===== src/common/spiBridge_consts.svh =====
// Sizes and fixed values shared by RTL and testbench; SCK half period below 4 clocks is unsupported
`ifndef SPIBRIDGE_CONSTS_SVH
`define SPIBRIDGE_CONSTS_SVH

// ------------------------------
// Register bank
// ------------------------------
// Number of 32-bit registers
`define CSR_COUNT 16
// Identifier word, register 0
`define CSR_ID_VALUE 32'h5B1D_0001

// ------------------------------
// Frame layout and SPI timing
// ------------------------------
// Address, command, length, dummy
`define HDR_BYTES 8
// Register access is always one word
`define DATA_BYTES 4
// Minimum SCK half period in system clocks
`define SCK_HALF_MIN 4
// Filler on MISO when nothing is loaded
`define MISO_IDLE 8'hFF

`endif

===== src/common/spiBridgePkg.sv =====
// Types for the SPI bridge; AXI4-Lite subset without prot, ids or bursts
`include "spiBridge_consts.svh"

package spiBridgePkg;

	// ------------------------------
	// Plain vectors
	// ------------------------------
	typedef logic [7:0] spiByte_t;
	typedef logic [31:0] csrAddr_t;
	typedef logic [31:0] csrData_t;

	// Frame command byte, anything else is unsupported
	typedef enum logic [7:0] {
		CmdCsrRead  = 8'd0,
		CmdCsrWrite = 8'd1
	} spiCmd_t;

	// Decoder states
	typedef enum logic [2:0] {
		StAddr,
		StCmd,
		StLen,
		StDummy,
		StData,
		StBusWr,
		StBusRd,
		StIgnore
	} frameState_t;

	// ------------------------------
	// Byte links
	// ------------------------------
	// One-cycle pulse per received byte
	typedef struct packed {
		logic     valid;
		spiByte_t data;
	} spiRxByte_t;

	// Next byte offered for MISO
	typedef struct packed {
		logic     load;
		spiByte_t data;
	} spiTxByte_t;

	// ------------------------------
	// AXI4-Lite
	// ------------------------------
	// Master driven
	typedef struct packed {
		logic                   awvalid;
		csrAddr_t               awaddr;
		logic                   wvalid;
		csrData_t               wdata;
		logic [`DATA_BYTES-1:0] wstrb;
		logic                   bready;
		logic                   arvalid;
		csrAddr_t               araddr;
		logic                   rready;
	} axiLiteReq_t;

	// Slave driven
	typedef struct packed {
		logic       awready;
		logic       wready;
		logic       bvalid;
		logic [1:0] bresp;
		logic       arready;
		logic       rvalid;
		csrData_t   rdata;
		logic [1:0] rresp;
	} axiLiteRsp_t;

endpackage


===== src/verilog/spiBridgeTop.sv =====
// SPI slave to register bridge; separate MOSI and MISO pins, no tristate and single chip select
module spiBridgeTop import spiBridgePkg::*;
(
	input  logic iSysClk,
	input  logic rst,
	input  logic spiSck,
	input  logic spiCsN,
	input  logic spiMosi,
	output logic spiMiso
);

	// ------------------------------
	// Internal links
	// ------------------------------
	spiRxByte_t  rxByte;
	spiTxByte_t  txByte;
	logic        csActive;
	axiLiteReq_t busReq;
	axiLiteRsp_t busRsp;

	// Serial side
	spiSlaveFrontEnd frontEnd (
		.iSysClk  (iSysClk),
		.rst      (rst),
		.spiSck   (spiSck),
		.spiCsN   (spiCsN),
		.spiMosi  (spiMosi),
		.rxByte   (rxByte),
		.txByte   (txByte),
		.csActive (csActive),
		.spiMiso  (spiMiso)
	);

	// Header parsing, bus master
	spiFrameDecoder decoder (
		.iSysClk  (iSysClk),
		.rst      (rst),
		.rxByte   (rxByte),
		.csActive (csActive),
		.txByte   (txByte),
		.busReq   (busReq),
		.busRsp   (busRsp)
	);

	// Register slave
	csrBank bank (
		.iSysClk (iSysClk),
		.rst     (rst),
		.busReq  (busReq),
		.busRsp  (busRsp)
	);

endmodule


===== src/verilog/csrBank.sv =====
// AXI4-Lite slave, one outstanding access per channel; register 0 is read-only identifier
`include "spiBridge_consts.svh"

module csrBank import spiBridgePkg::*;
(
	input  logic        iSysClk,
	input  logic        rst,
	input  axiLiteReq_t busReq,
	output axiLiteRsp_t busRsp
);

	localparam int idxWidth = $clog2(`CSR_COUNT);
	localparam logic [1:0] respOkay = 2'b00;
	localparam logic [1:0] respSlvErr = 2'b10;

	csrData_t              csrMem [`CSR_COUNT];
	logic [idxWidth-1:0]   wrIdx;
	logic [idxWidth-1:0]   rdIdx;
	logic                  wrInRange;
	logic                  rdInRange;
	logic                  wrReady;
	logic                  arReady;
	logic                  wrFire;
	logic                  rdFire;
	logic                  bValid;
	logic                  rValid;
	logic [1:0]            bResp;
	logic [1:0]            rResp;
	csrData_t              rData;

	// Word index from byte address
	assign wrIdx     = busReq.awaddr[2 +: idxWidth];
	assign rdIdx     = busReq.araddr[2 +: idxWidth];
	assign wrInRange = busReq.awaddr < csrAddr_t'(`CSR_COUNT * 4);
	assign rdInRange = busReq.araddr < csrAddr_t'(`CSR_COUNT * 4);

	assign wrFire = wrReady && busReq.awvalid && busReq.wvalid;
	assign rdFire = arReady && busReq.arvalid;

	// ------------------------------
	// Handshake control
	// ------------------------------
	always_ff @(posedge iSysClk)
	begin
		if (rst)
		begin
			wrReady <= 1'b0;
			arReady <= 1'b0;
			bValid  <= 1'b0;
			rValid  <= 1'b0;
		end
		else
		begin
			// Ready one cycle after valid, response one after that
			wrReady <= busReq.awvalid && busReq.wvalid && !wrReady && !bValid;
			arReady <= busReq.arvalid && !arReady && !rValid;
			if (wrFire)
				bValid <= 1'b1;
			else if (bValid && busReq.bready)
				bValid <= 1'b0;
			if (rdFire)
				rValid <= 1'b1;
			else if (rValid && busReq.rready)
				rValid <= 1'b0;
		end
	end

	// ------------------------------
	// Storage and response payload
	// ------------------------------
	always_ff @(posedge iSysClk)
	begin
		// Register 0 and out of range writes are dropped
		if (wrFire && wrInRange && wrIdx != '0)
		begin
			for (int b = 0; b < `DATA_BYTES; b++)
			begin
				if (busReq.wstrb[b])
					csrMem[wrIdx][8*b +: 8] <= busReq.wdata[8*b +: 8];
			end
		end
	end

	always_ff @(posedge iSysClk)
	begin
		if (wrFire)
			bResp <= wrInRange ? respOkay : respSlvErr;
		if (rdFire)
		begin
			rResp <= rdInRange ? respOkay : respSlvErr;
			if (!rdInRange)
				rData <= '0;
			else if (rdIdx == '0)
				rData <= `CSR_ID_VALUE;
			else
				rData <= csrMem[rdIdx];
		end
	end

	always_comb
	begin
		busRsp.awready = wrReady;
		busRsp.wready  = wrReady;
		busRsp.bvalid  = bValid;
		busRsp.bresp   = bResp;
		busRsp.arready = arReady;
		busRsp.rvalid  = rValid;
		busRsp.rdata   = rData;
		busRsp.rresp   = rResp;
	end

	// No acceptance on either channel while a response is still out
	noAcceptWhilePending: assert property (@(posedge iSysClk) disable iff (rst)
		(wrFire || rdFire) |-> !(bValid || rValid));

endmodule


===== src/spiSlave/spiFrameDecoder.sv =====
// Register access only with length `DATA_BYTES; read must finish within the dummy byte time
`include "spiBridge_consts.svh"

module spiFrameDecoder import spiBridgePkg::*;
(
	input  logic        iSysClk,
	input  logic        rst,
	input  spiRxByte_t  rxByte,
	input  logic        csActive,
	output spiTxByte_t  txByte,
	output axiLiteReq_t busReq,
	input  axiLiteRsp_t busRsp
);

	frameState_t state;
	logic [1:0]  byteCnt;
	logic        isRead;
	logic        inBus;
	// Header fields
	csrAddr_t    addrReg;
	spiCmd_t     cmdReg;
	spiByte_t    lenHi;
	logic [15:0] lenWord;
	logic        lenOk;
	logic        cmdOk;
	// Data path
	csrData_t    wrWord;
	csrData_t    rdWord;
	logic        wrValid;
	logic        arValid;
	logic        txLoad;
	spiByte_t    txData;

	assign inBus   = (state == StBusWr) || (state == StBusRd);
	assign lenWord = {lenHi, rxByte.data};
	assign lenOk   = (lenWord == 16'(`DATA_BYTES));
	assign cmdOk   = (cmdReg == CmdCsrRead) || (cmdReg == CmdCsrWrite);

	// ------------------------------
	// Frame FSM
	// ------------------------------
	always_ff @(posedge iSysClk)
	begin
		if (rst)
		begin
			state   <= StAddr;
			byteCnt <= '0;
			isRead  <= 1'b0;
			txLoad  <= 1'b0;
			wrValid <= 1'b0;
			arValid <= 1'b0;
		end
		else
		begin
			txLoad <= 1'b0;
			// Abort on chip select high, bus transfers always complete
			if (!csActive && !inBus)
			begin
				state   <= StAddr;
				byteCnt <= '0;
			end
			else
			begin
				case (state)
					StAddr:
						if (rxByte.valid)
						begin
							addrReg <= {addrReg[23:0], rxByte.data};
							byteCnt <= byteCnt + 2'd1;
							if (byteCnt == 2'd3)
								state <= StCmd;
						end
					StCmd:
						if (rxByte.valid)
						begin
							cmdReg  <= spiCmd_t'(rxByte.data);
							byteCnt <= '0;
							state   <= StLen;
						end
					StLen:
						if (rxByte.valid)
						begin
							if (byteCnt == 2'd0)
							begin
								lenHi   <= rxByte.data;
								byteCnt <= 2'd1;
							end
							else
							begin
								byteCnt <= '0;
								if (!lenOk || !cmdOk)
									state <= StIgnore;
								else if (cmdReg == CmdCsrRead)
								begin
									// Read runs while the dummy byte shifts
									isRead  <= 1'b1;
									arValid <= 1'b1;
									state   <= StBusRd;
								end
								else
								begin
									isRead <= 1'b0;
									state  <= StDummy;
								end
							end
						end
					StBusRd:
					begin
						if (arValid && busRsp.arready)
							arValid <= 1'b0;
						if (busRsp.rvalid)
						begin
							rdWord <= busRsp.rdata;
							state  <= StDummy;
						end
					end
					StDummy:
						if (rxByte.valid)
						begin
							byteCnt <= '0;
							state   <= StData;
							// First read byte follows the dummy
							if (isRead)
							begin
								txLoad <= 1'b1;
								txData <= rdWord[31:24];
								rdWord <= {rdWord[23:0], 8'h00};
							end
						end
					StData:
						if (rxByte.valid)
						begin
							byteCnt <= byteCnt + 2'd1;
							wrWord  <= {wrWord[23:0], rxByte.data};
							if (isRead && byteCnt != 2'd3)
							begin
								txLoad <= 1'b1;
								txData <= rdWord[31:24];
								rdWord <= {rdWord[23:0], 8'h00};
							end
							if (byteCnt == 2'd3)
							begin
								if (isRead)
									state <= StIgnore;
								else
								begin
									wrValid <= 1'b1;
									state   <= StBusWr;
								end
							end
						end
					StBusWr:
					begin
						// Address and data accepted together
						if (wrValid && busRsp.awready)
							wrValid <= 1'b0;
						if (busRsp.bvalid)
							state <= StIgnore;
					end
					// Wait for chip select high
					StIgnore:
						state <= StIgnore;
					default:
						state <= StAddr;
				endcase
			end
		end
	end

	// ------------------------------
	// Outputs
	// ------------------------------
	always_comb
	begin
		txByte.load    = txLoad;
		txByte.data    = txData;
		busReq.awvalid = wrValid;
		busReq.awaddr  = addrReg;
		busReq.wvalid  = wrValid;
		busReq.wdata   = wrWord;
		busReq.wstrb   = '1;
		// Response channels never stall the bank
		busReq.bready  = (state == StBusWr);
		busReq.arvalid = arValid;
		busReq.araddr  = addrReg;
		busReq.rready  = (state == StBusRd);
	end

	// Write payload held until the bank takes it
	wrPayloadStable: assert property (@(posedge iSysClk) disable iff (rst)
		(busReq.awvalid && !busRsp.awready) |=>
		($stable(busReq.awaddr) && $stable(busReq.wdata)));

	readOnlyInBusRd: assert property (@(posedge iSysClk) disable iff (rst)
		busReq.arvalid |-> (state == StBusRd));

endmodule


===== src/spiSlave/spiSlaveFrontEnd.sv =====
// SPI mode 0 slave only; SCK half period must be at least `SCK_HALF_MIN clocks, MISO always driven
`include "spiBridge_consts.svh"

module spiSlaveFrontEnd import spiBridgePkg::*;
(
	input  logic       iSysClk,
	input  logic       rst,
	input  logic       spiSck,
	input  logic       spiCsN,
	input  logic       spiMosi,
	output spiRxByte_t rxByte,
	input  spiTxByte_t txByte,
	output logic       csActive,
	output logic       spiMiso
);

	// Quiet cycles after each byte pulse
	// Eight SCK periods per byte less a margin for sync jitter
	localparam int minByteGap = 14 * `SCK_HALF_MIN;

	// Oldest sample in bit 2
	logic [2:0] sckSync;
	logic [2:0] csSync;
	logic [2:0] mosiSync;
	logic       sckRise;
	logic       sckFall;
	// Bits received in the current byte
	logic [2:0] bitCnt;
	spiByte_t   rxShift;
	spiByte_t   txShift;
	spiByte_t   txHold;
	logic       txPending;

	// ------------------------------
	// Pin synchronisers
	// ------------------------------
	always_ff @(posedge iSysClk)
	begin
		if (rst)
		begin
			sckSync <= 3'b000;
			csSync  <= 3'b111;
		end
		else
		begin
			sckSync <= {sckSync[1:0], spiSck};
			csSync  <= {csSync[1:0], spiCsN};
		end
	end

	// Data line, qualified by SCK edges
	always_ff @(posedge iSysClk)
	begin
		mosiSync <= {mosiSync[1:0], spiMosi};
	end

	// Edges seen between stages 1 and 2
	assign sckRise  = sckSync[1] & ~sckSync[2];
	assign sckFall  = ~sckSync[1] & sckSync[2];
	assign csActive = ~csSync[2];

	// ------------------------------
	// Receive, MSB first
	// ------------------------------
	// MOSI taken from the sample just before the edge
	always_ff @(posedge iSysClk)
	begin
		if (rst)
		begin
			bitCnt       <= '0;
			rxByte.valid <= 1'b0;
		end
		else
		begin
			rxByte.valid <= 1'b0;
			// Chip select high restarts byte alignment
			if (csSync[2])
				bitCnt <= '0;
			else if (sckRise)
			begin
				bitCnt  <= bitCnt + 3'd1;
				rxShift <= {rxShift[6:0], mosiSync[2]};
				// Bit 0 closes the byte
				if (bitCnt == 3'd7)
				begin
					rxByte.valid <= 1'b1;
					rxByte.data  <= {rxShift[6:0], mosiSync[2]};
				end
			end
		end
	end

	// ------------------------------
	// Transmit
	// ------------------------------
	// Offered byte waits here for the next falling edge
	always_ff @(posedge iSysClk)
	begin
		if (txByte.load)
			txHold <= txByte.data;
	end

	always_ff @(posedge iSysClk)
	begin
		if (rst)
		begin
			txShift   <= `MISO_IDLE;
			txPending <= 1'b0;
		end
		else if (csSync[2])
		begin
			txShift   <= `MISO_IDLE;
			txPending <= 1'b0;
		end
		else
		begin
			if (txByte.load)
				txPending <= 1'b1;
			else if (sckFall)
				txPending <= 1'b0;
			if (sckFall)
			begin
				// Byte boundary: next MSB goes out
				if (bitCnt == 3'd0)
					txShift <= txPending ? txHold : `MISO_IDLE;
				else
					txShift <= {txShift[6:0], 1'b1};
			end
		end
	end

	assign spiMiso = txShift[7];

	// Byte pulses stay single and far apart at the fastest SCK
	rxValidPulse: assert property (@(posedge iSysClk) disable iff (rst)
		rxByte.valid |=> !rxByte.valid [*minByteGap]);

endmodule


===== config.mk =====
export PLATFORM = sky130hd
export DESIGN_NAME = spiBridgeTop
export DESIGN_NICKNAME = d
export VERILOG_FILES = /design/src/common/spiBridgePkg.sv /design/src/verilog/spiBridgeTop.sv /design/src/verilog/csrBank.sv /design/src/spiSlave/spiFrameDecoder.sv /design/src/spiSlave/spiSlaveFrontEnd.sv
export VERILOG_INCLUDE_DIRS = /design/src /design/src/common
export SDC_FILE = /design/constraint.sdc
export NUM_CORES = 1
export LEC_CHECK = 0
export BUFFER_PORTS_ARGS = -buffer_cell sky130_fd_sc_hd__buf_2
export CAP_MARGIN = 20
export CORE_MARGIN = 5
export CORE_UTILIZATION = 50
export DETAILED_ROUTE_END_ITERATION = 10
export PLACE_DENSITY = 0.68
export SYNTH_ARGS = -nofsm -noshare
export SYNTH_HDL_FRONTEND = slang
export SYNTH_SLANG_ARGS = --single-unit

===== constraint.sdc =====
create_clock -name iSysClk -period 4.5 [get_ports iSysClk]
set_input_delay 0.675 -clock iSysClk [delete_from_list [all_inputs] [get_ports iSysClk]]
set_output_delay 0.675 -clock iSysClk [all_outputs]
set_load 0.01 [all_outputs]

==> results by stage <==
STA:
- The number of setup violations in the final report is 0.
- For the final database, setup skew stands at between 0.02 and 0.025 ns.
- For the pin with the worst max-slew slack, the measured transition is 0.938 ns.
- Headroom to the max-slew limit came out at 37.5%.
- Setup repair after global routing left no endpoint under its margin.
- The final critical-path share of the clock period is between 60% and 70%.
- Derived from the worst setup path, the maximum achievable clock frequency is 360 MHz.
- The post-route minimum period is roughly 2.8 ns.
- The final number of max-transition violations is 0.
- The final number of hold-violating endpoints is 0.

CTS:
- In this run the deepest clock path goes through 3 buffers.
- At the later pin of the worst-skew pair, clock insertion delay measures roughly 0.60 ns.
- The number of gates resized after CTS was 0.
- The CTS tree is yes.
- In this run the post-CTS setup repair buffer count came out at 0.
- CTS built an H-tree with a depth of 3.
- The number of hold buffers added after CTS was 0.
- Counting every sink on the clock net gives slightly above 700.
- In this run the clock root is driven by a sky130_fd_sc_hd__clkbuf_16.
- Clock-pin slew was measured on the worst setup and hold paths at approximately 0.060 ns.
- The number of CTS-inserted buffers is between 70 and 80.

Power and ir drop:
- The combinational group share of total power is less than 1%.
- For this design the ratio of total power to cell area is between 400 and 500 nW/µm².
- The internal power consumption is roughly 11 mW.
- Summed over all nets, the switching power comes to 2.46 mW.
- In this run, the clock network consumes 44.4% of the power.
- In this run the static leakage power is 9.47 nW.
- The worst-case IR drop observed on VDD is around 270 µV.
- Sequential cells account for ~55% of the total power.
- The switching power share of the total is 18.7%.

Worst setup path:
- Measured in cells, the most critical reg-to-reg path has a length of 4.
- The maximum fanout count along the critical path is 29.
- In this run the register-to-register setup slack is 1.72 ns.
- The worst endpoint data arrival time is just over 3 ns.
- The type of element capturing the critical path is a register.
- The critical path startpoint category is a register.
- The data required time at the worst endpoint is between 4 and 5 ns.
- The endpoint of the lowest-slack register-to-register path is bank.rData[22]$_SDFFCE_PP0P_.
- The worst setup path is of the reg2reg kind.

Synthesis:
- The number of standard cells after synthesis is 1,254.
- In this run the biggest area consumer among cell types represents between 70 and 80% of the synthesized area.
- The largest total area in the synthesized netlist belongs to sky130_fd_sc_hd__edfxtp_1.
- The area of the mapped netlist is 27,200 µm².
- The post-synthesis sequential area ratio is between 70% and 80%.
- The number of synthesis warnings is 0.
- By area the synthesized netlist is led by sky130_fd_sc_hd__edfxtp_1 76%, sky130_fd_sc_hd__mux4_2 12%, sky130_fd_sc_hd__dfxtp_1 2.9%.
- The synthesis-stage register bit count is 726.
- After synthesis, the share of flip-flops with an asynchronous set or reset is 0%.
- Averaged over all synthesized cells, the footprint is between 20 and 25 µm².
- The number of flops mapped to enable cells by yosys is ~690.
- The leading register cell type out of synthesis is sky130_fd_sc_hd__edfxtp_1.
- The number of different library cells in the post-synthesis netlist is slightly below 60.

Floorplan:
- In this run the standard cell core region covers roughly 54,000 µm².
- The number of top-level pins is 6.
- The initial utilization of the core area, before any placement, comes to slightly above 50%.
- The die outline area is approximately 59,000 µm².
- The width of the chip is between 200 and 250 µm.
- The die outline height is around 240 µm.
- In this run the core area contains 85 standard-cell rows.

Route:
- The count of nets left with antenna violations once routing finished came out at 0.
- The detailed-route wire length per cell is roughly 25 µm.
- After detailed routing, the total wire length is between 50,000 and 60,000 µm.
- Before antenna repair, the detailed router went through 6 iterations.
- Summing over every cut layer, the via total after detailed routing is 12,400.
- The first-iteration detailed-routing DRC count is approximately 1,100.
- In the routed design, unresolved DRC markers number 0.
- Using the TritonRoute via totals, the vias-per-cell ratio works out to around 5.9.

Global routing:
- The total global routing track utilization is a little under a fifth.
- The residual overflow from global routing is 0.
- The number of antenna violations at the first check in global routing is 4.
- Entering global routing, the biggest net connects 45 pins.
- The first global-routing pass estimated roughly 80,000 µm of wire.
- The number of global-route vias before repair is approximately 13,000.

Placement:
- Once placement completed, the tool counted placed cells totaling about 2,000.
- The count of port buffers added during placement is 5.
- Routability-driven placement finished with a final weighted congestion of between 0.7 and 0.8.
- The placed wire-length estimate is between 20,000 and 30,000 µm.

Cells and area:
- The net count of the finished layout is ~1,300.
- The share of the core filled with cells is a little under three fifths.
- In the final layout, the share of cells above drive strength 1 is between 20% and 30%.
- The area growth from synthesis to layout is 12.7%.
- Excluding fillers, the count of instances in the completed layout stands at 2,091.
- The number of inserted filler cells in the final layout is 3,959.

Run status:
- The flow ran to the end, and the final reports show no timing, DRC or antenna violations.

Hold path:
- The beginning of the worst hold path is spiMosi.
- The worst hold path belongs to the class in2reg.
- Along the worst hold path, the cell count comes to 1.
- The worst hold path terminates at frontEnd.mosiSync[0]$_DFF_P_.

Run:
- The tool flagged a number of max-cap violations equal to 0.
## worst max-delay path by stage
| stage | end |
|---|---|
| global route | bank.rData[22]$_SDFFCE_PP0P_ |
| detailed placement | decoder.addrReg[28]$_DFFE_PP_ |
| global placement | decoder.addrReg[30]$_DFFE_PP_ |
| finish | bank.rData[22]$_SDFFCE_PP0P_ |
| floorplan | bank.csrMem[12][0]$_DFFE_PP_ |
| CTS | bank.csrMem[12][28]$_DFFE_PP_ |
## cell usage in the layout (no fill, tap or decap), types with 9 or more instances in the layout
cell | netlist | layout
sky130_fd_sc_hd__nor4_2 | 0 | 15
sky130_fd_sc_hd__nand2_1 | 23 | 23
sky130_fd_sc_hd__nand2b_1 | 12 | 12
sky130_fd_sc_hd__buf_4 | 3 | 29
sky130_fd_sc_hd__mux2_2 | 22 | 22
sky130_fd_sc_hd__nor2_1 | 19 | 19
sky130_fd_sc_hd__clkbuf_1 | 34 | 13
sky130_fd_sc_hd__a21oi_1 | 10 | 10
sky130_fd_sc_hd__nor3_1 | 10 | 9
sky130_fd_sc_hd__mux4_2 | 139 | 139
sky130_fd_sc_hd__clkinv_1 | 0 | 18
sky130_fd_sc_hd__clkinv_2 | 0 | 14
sky130_fd_sc_hd__clkbuf_16 | 0 | 77
sky130_fd_sc_hd__mux2_1 | 26 | 26
sky130_fd_sc_hd__nor2b_1 | 39 | 39
sky130_fd_sc_hd__a31oi_1 | 9 | 9
sky130_fd_sc_hd__nor4_1 | 26 | 11
sky130_fd_sc_hd__and2_1 | 12 | 11
sky130_fd_sc_hd__edfxtp_1 | 687 | 687
sky130_fd_sc_hd__dfxtp_1 | 39 | 35
sky130_fd_sc_hd__conb_1 | 1 | 32
## per-stage QoR
stage | hold slack (ns) | power, mW | area, µm² | setup slack [ns] | TNS [ns]
finish | 0.178 | 13.2 | 30600 | 1.72 | 0
global placement | 0.316 | 7.46 | 28300 | 1.31 | 0
detailed placement | 0.316 | 7.46 | 28300 | 1.21 | 0
global route | 0.145 | 13.6 | 30600 | 1.57 | 0
floorplan | 0.310 | 7.45 | 27300 | -0.478 | -189.98
CTS | 0.144 | 13.3 | 30600 | 1.58 | 0
## registers in the layout, indices dropped and copies added (netlist names), 2 cells and up, named ones only
signal / cells
bank.csrMem: 512
bank.rData: 32
decoder.addrReg: 32
decoder.rdWord: 32
decoder.wrWord: 32
frontEnd.rxByte: 9
decoder.cmdReg: 8
decoder.lenHi: 8
decoder.txData: 8
frontEnd.txHold: 8
frontEnd.txShift: 8
frontEnd.rxShift: 7
decoder.state: 3
frontEnd.bitCnt: 3
frontEnd.csSync: 3
frontEnd.mosiSync: 3
frontEnd.sckSync: 3
decoder.byteCnt: 2
## critical path: stages, from the launching register on
cell and delay (ns):
sky130_fd_sc_hd__dfxtp_4 0.78, sky130_fd_sc_hd__buf_4 0.41, sky130_fd_sc_hd__mux4_2 0.57, sky130_fd_sc_hd__mux4_2 0.54, sky130_fd_sc_hd__nor2b_1 0.16
## power groups by stage
| stage | clock, mW | combinational (mW) | sequential, mW |
|---|---|---|---|
| after floorplan | 0 | 0.0171 | 7.44 |
| after global placement | 0 | 0.0205 | 7.44 |
| after detailed placement | 0 | 0.0208 | 7.44 |
| after CTS | 5.97 | 0.0208 | 7.29 |
| after global routing | 6.27 | 0.0249 | 7.29 |
| final | 5.85 | 0.0218 | 7.29 |
## routing by layer
metal / GRT usage, % / wire length, µm / vias up / share of wire, %
li1: - / - / 5346 / -
met1: 26.6 / 22600 / 6577 / 43
met2: 28.2 / 25200 / 390 / 48
met3: 3.48 / 3260 / 84 / 6.2
met4: 4.74 / 1120 / 0 / 2.1
met5: 0 / 0 / - / 0
## cell families after synthesis
kind of cell / synth area share [%]
flip-flops: 78.8
multiplexers: 13.7
AND/OR/NAND/NOR: 3.82
AO/OA/AOI/OAI: 2.02
buffers and inverters: 1.37
adder cells (fa/ha/maj): 0.230
other: 0.0138
XOR/XNOR: 0.0322
## synthesized netlist by cell type (all sizes together), types with 10 or more instances
library cell and number:
edfxtp 687, buf 28, nor3 10, mux4 140, clkbuf 34, nand2 23
and2 12, a21oi 10, nor4 26, nor2 19, nand2b 12, dfxtp 39
mux2 48, nor2b 39
## layout make-up
| class | instances | area (µm²) | area share, % |
|---|---|---|---|
| Timing Repair Buffer | 40 | 353 | 1.15 |
| Multi-Input combinational cell | 488 | 5630 | 18.4 |
| Sequential cell | 726 | 21400 | 70.0 |
| Clock inverter | 41 | 332 | 1.08 |
| Inverter | 9 | 33.8 | 0.110 |
| Tap cell | 696 | 871 | 2.84 |
| Clock buffer | 90 | 1980 | 6.45 |
| Antenna cell | 1 | 2.50 | 0.00817 |
Power figures use the tool's default switching activity.
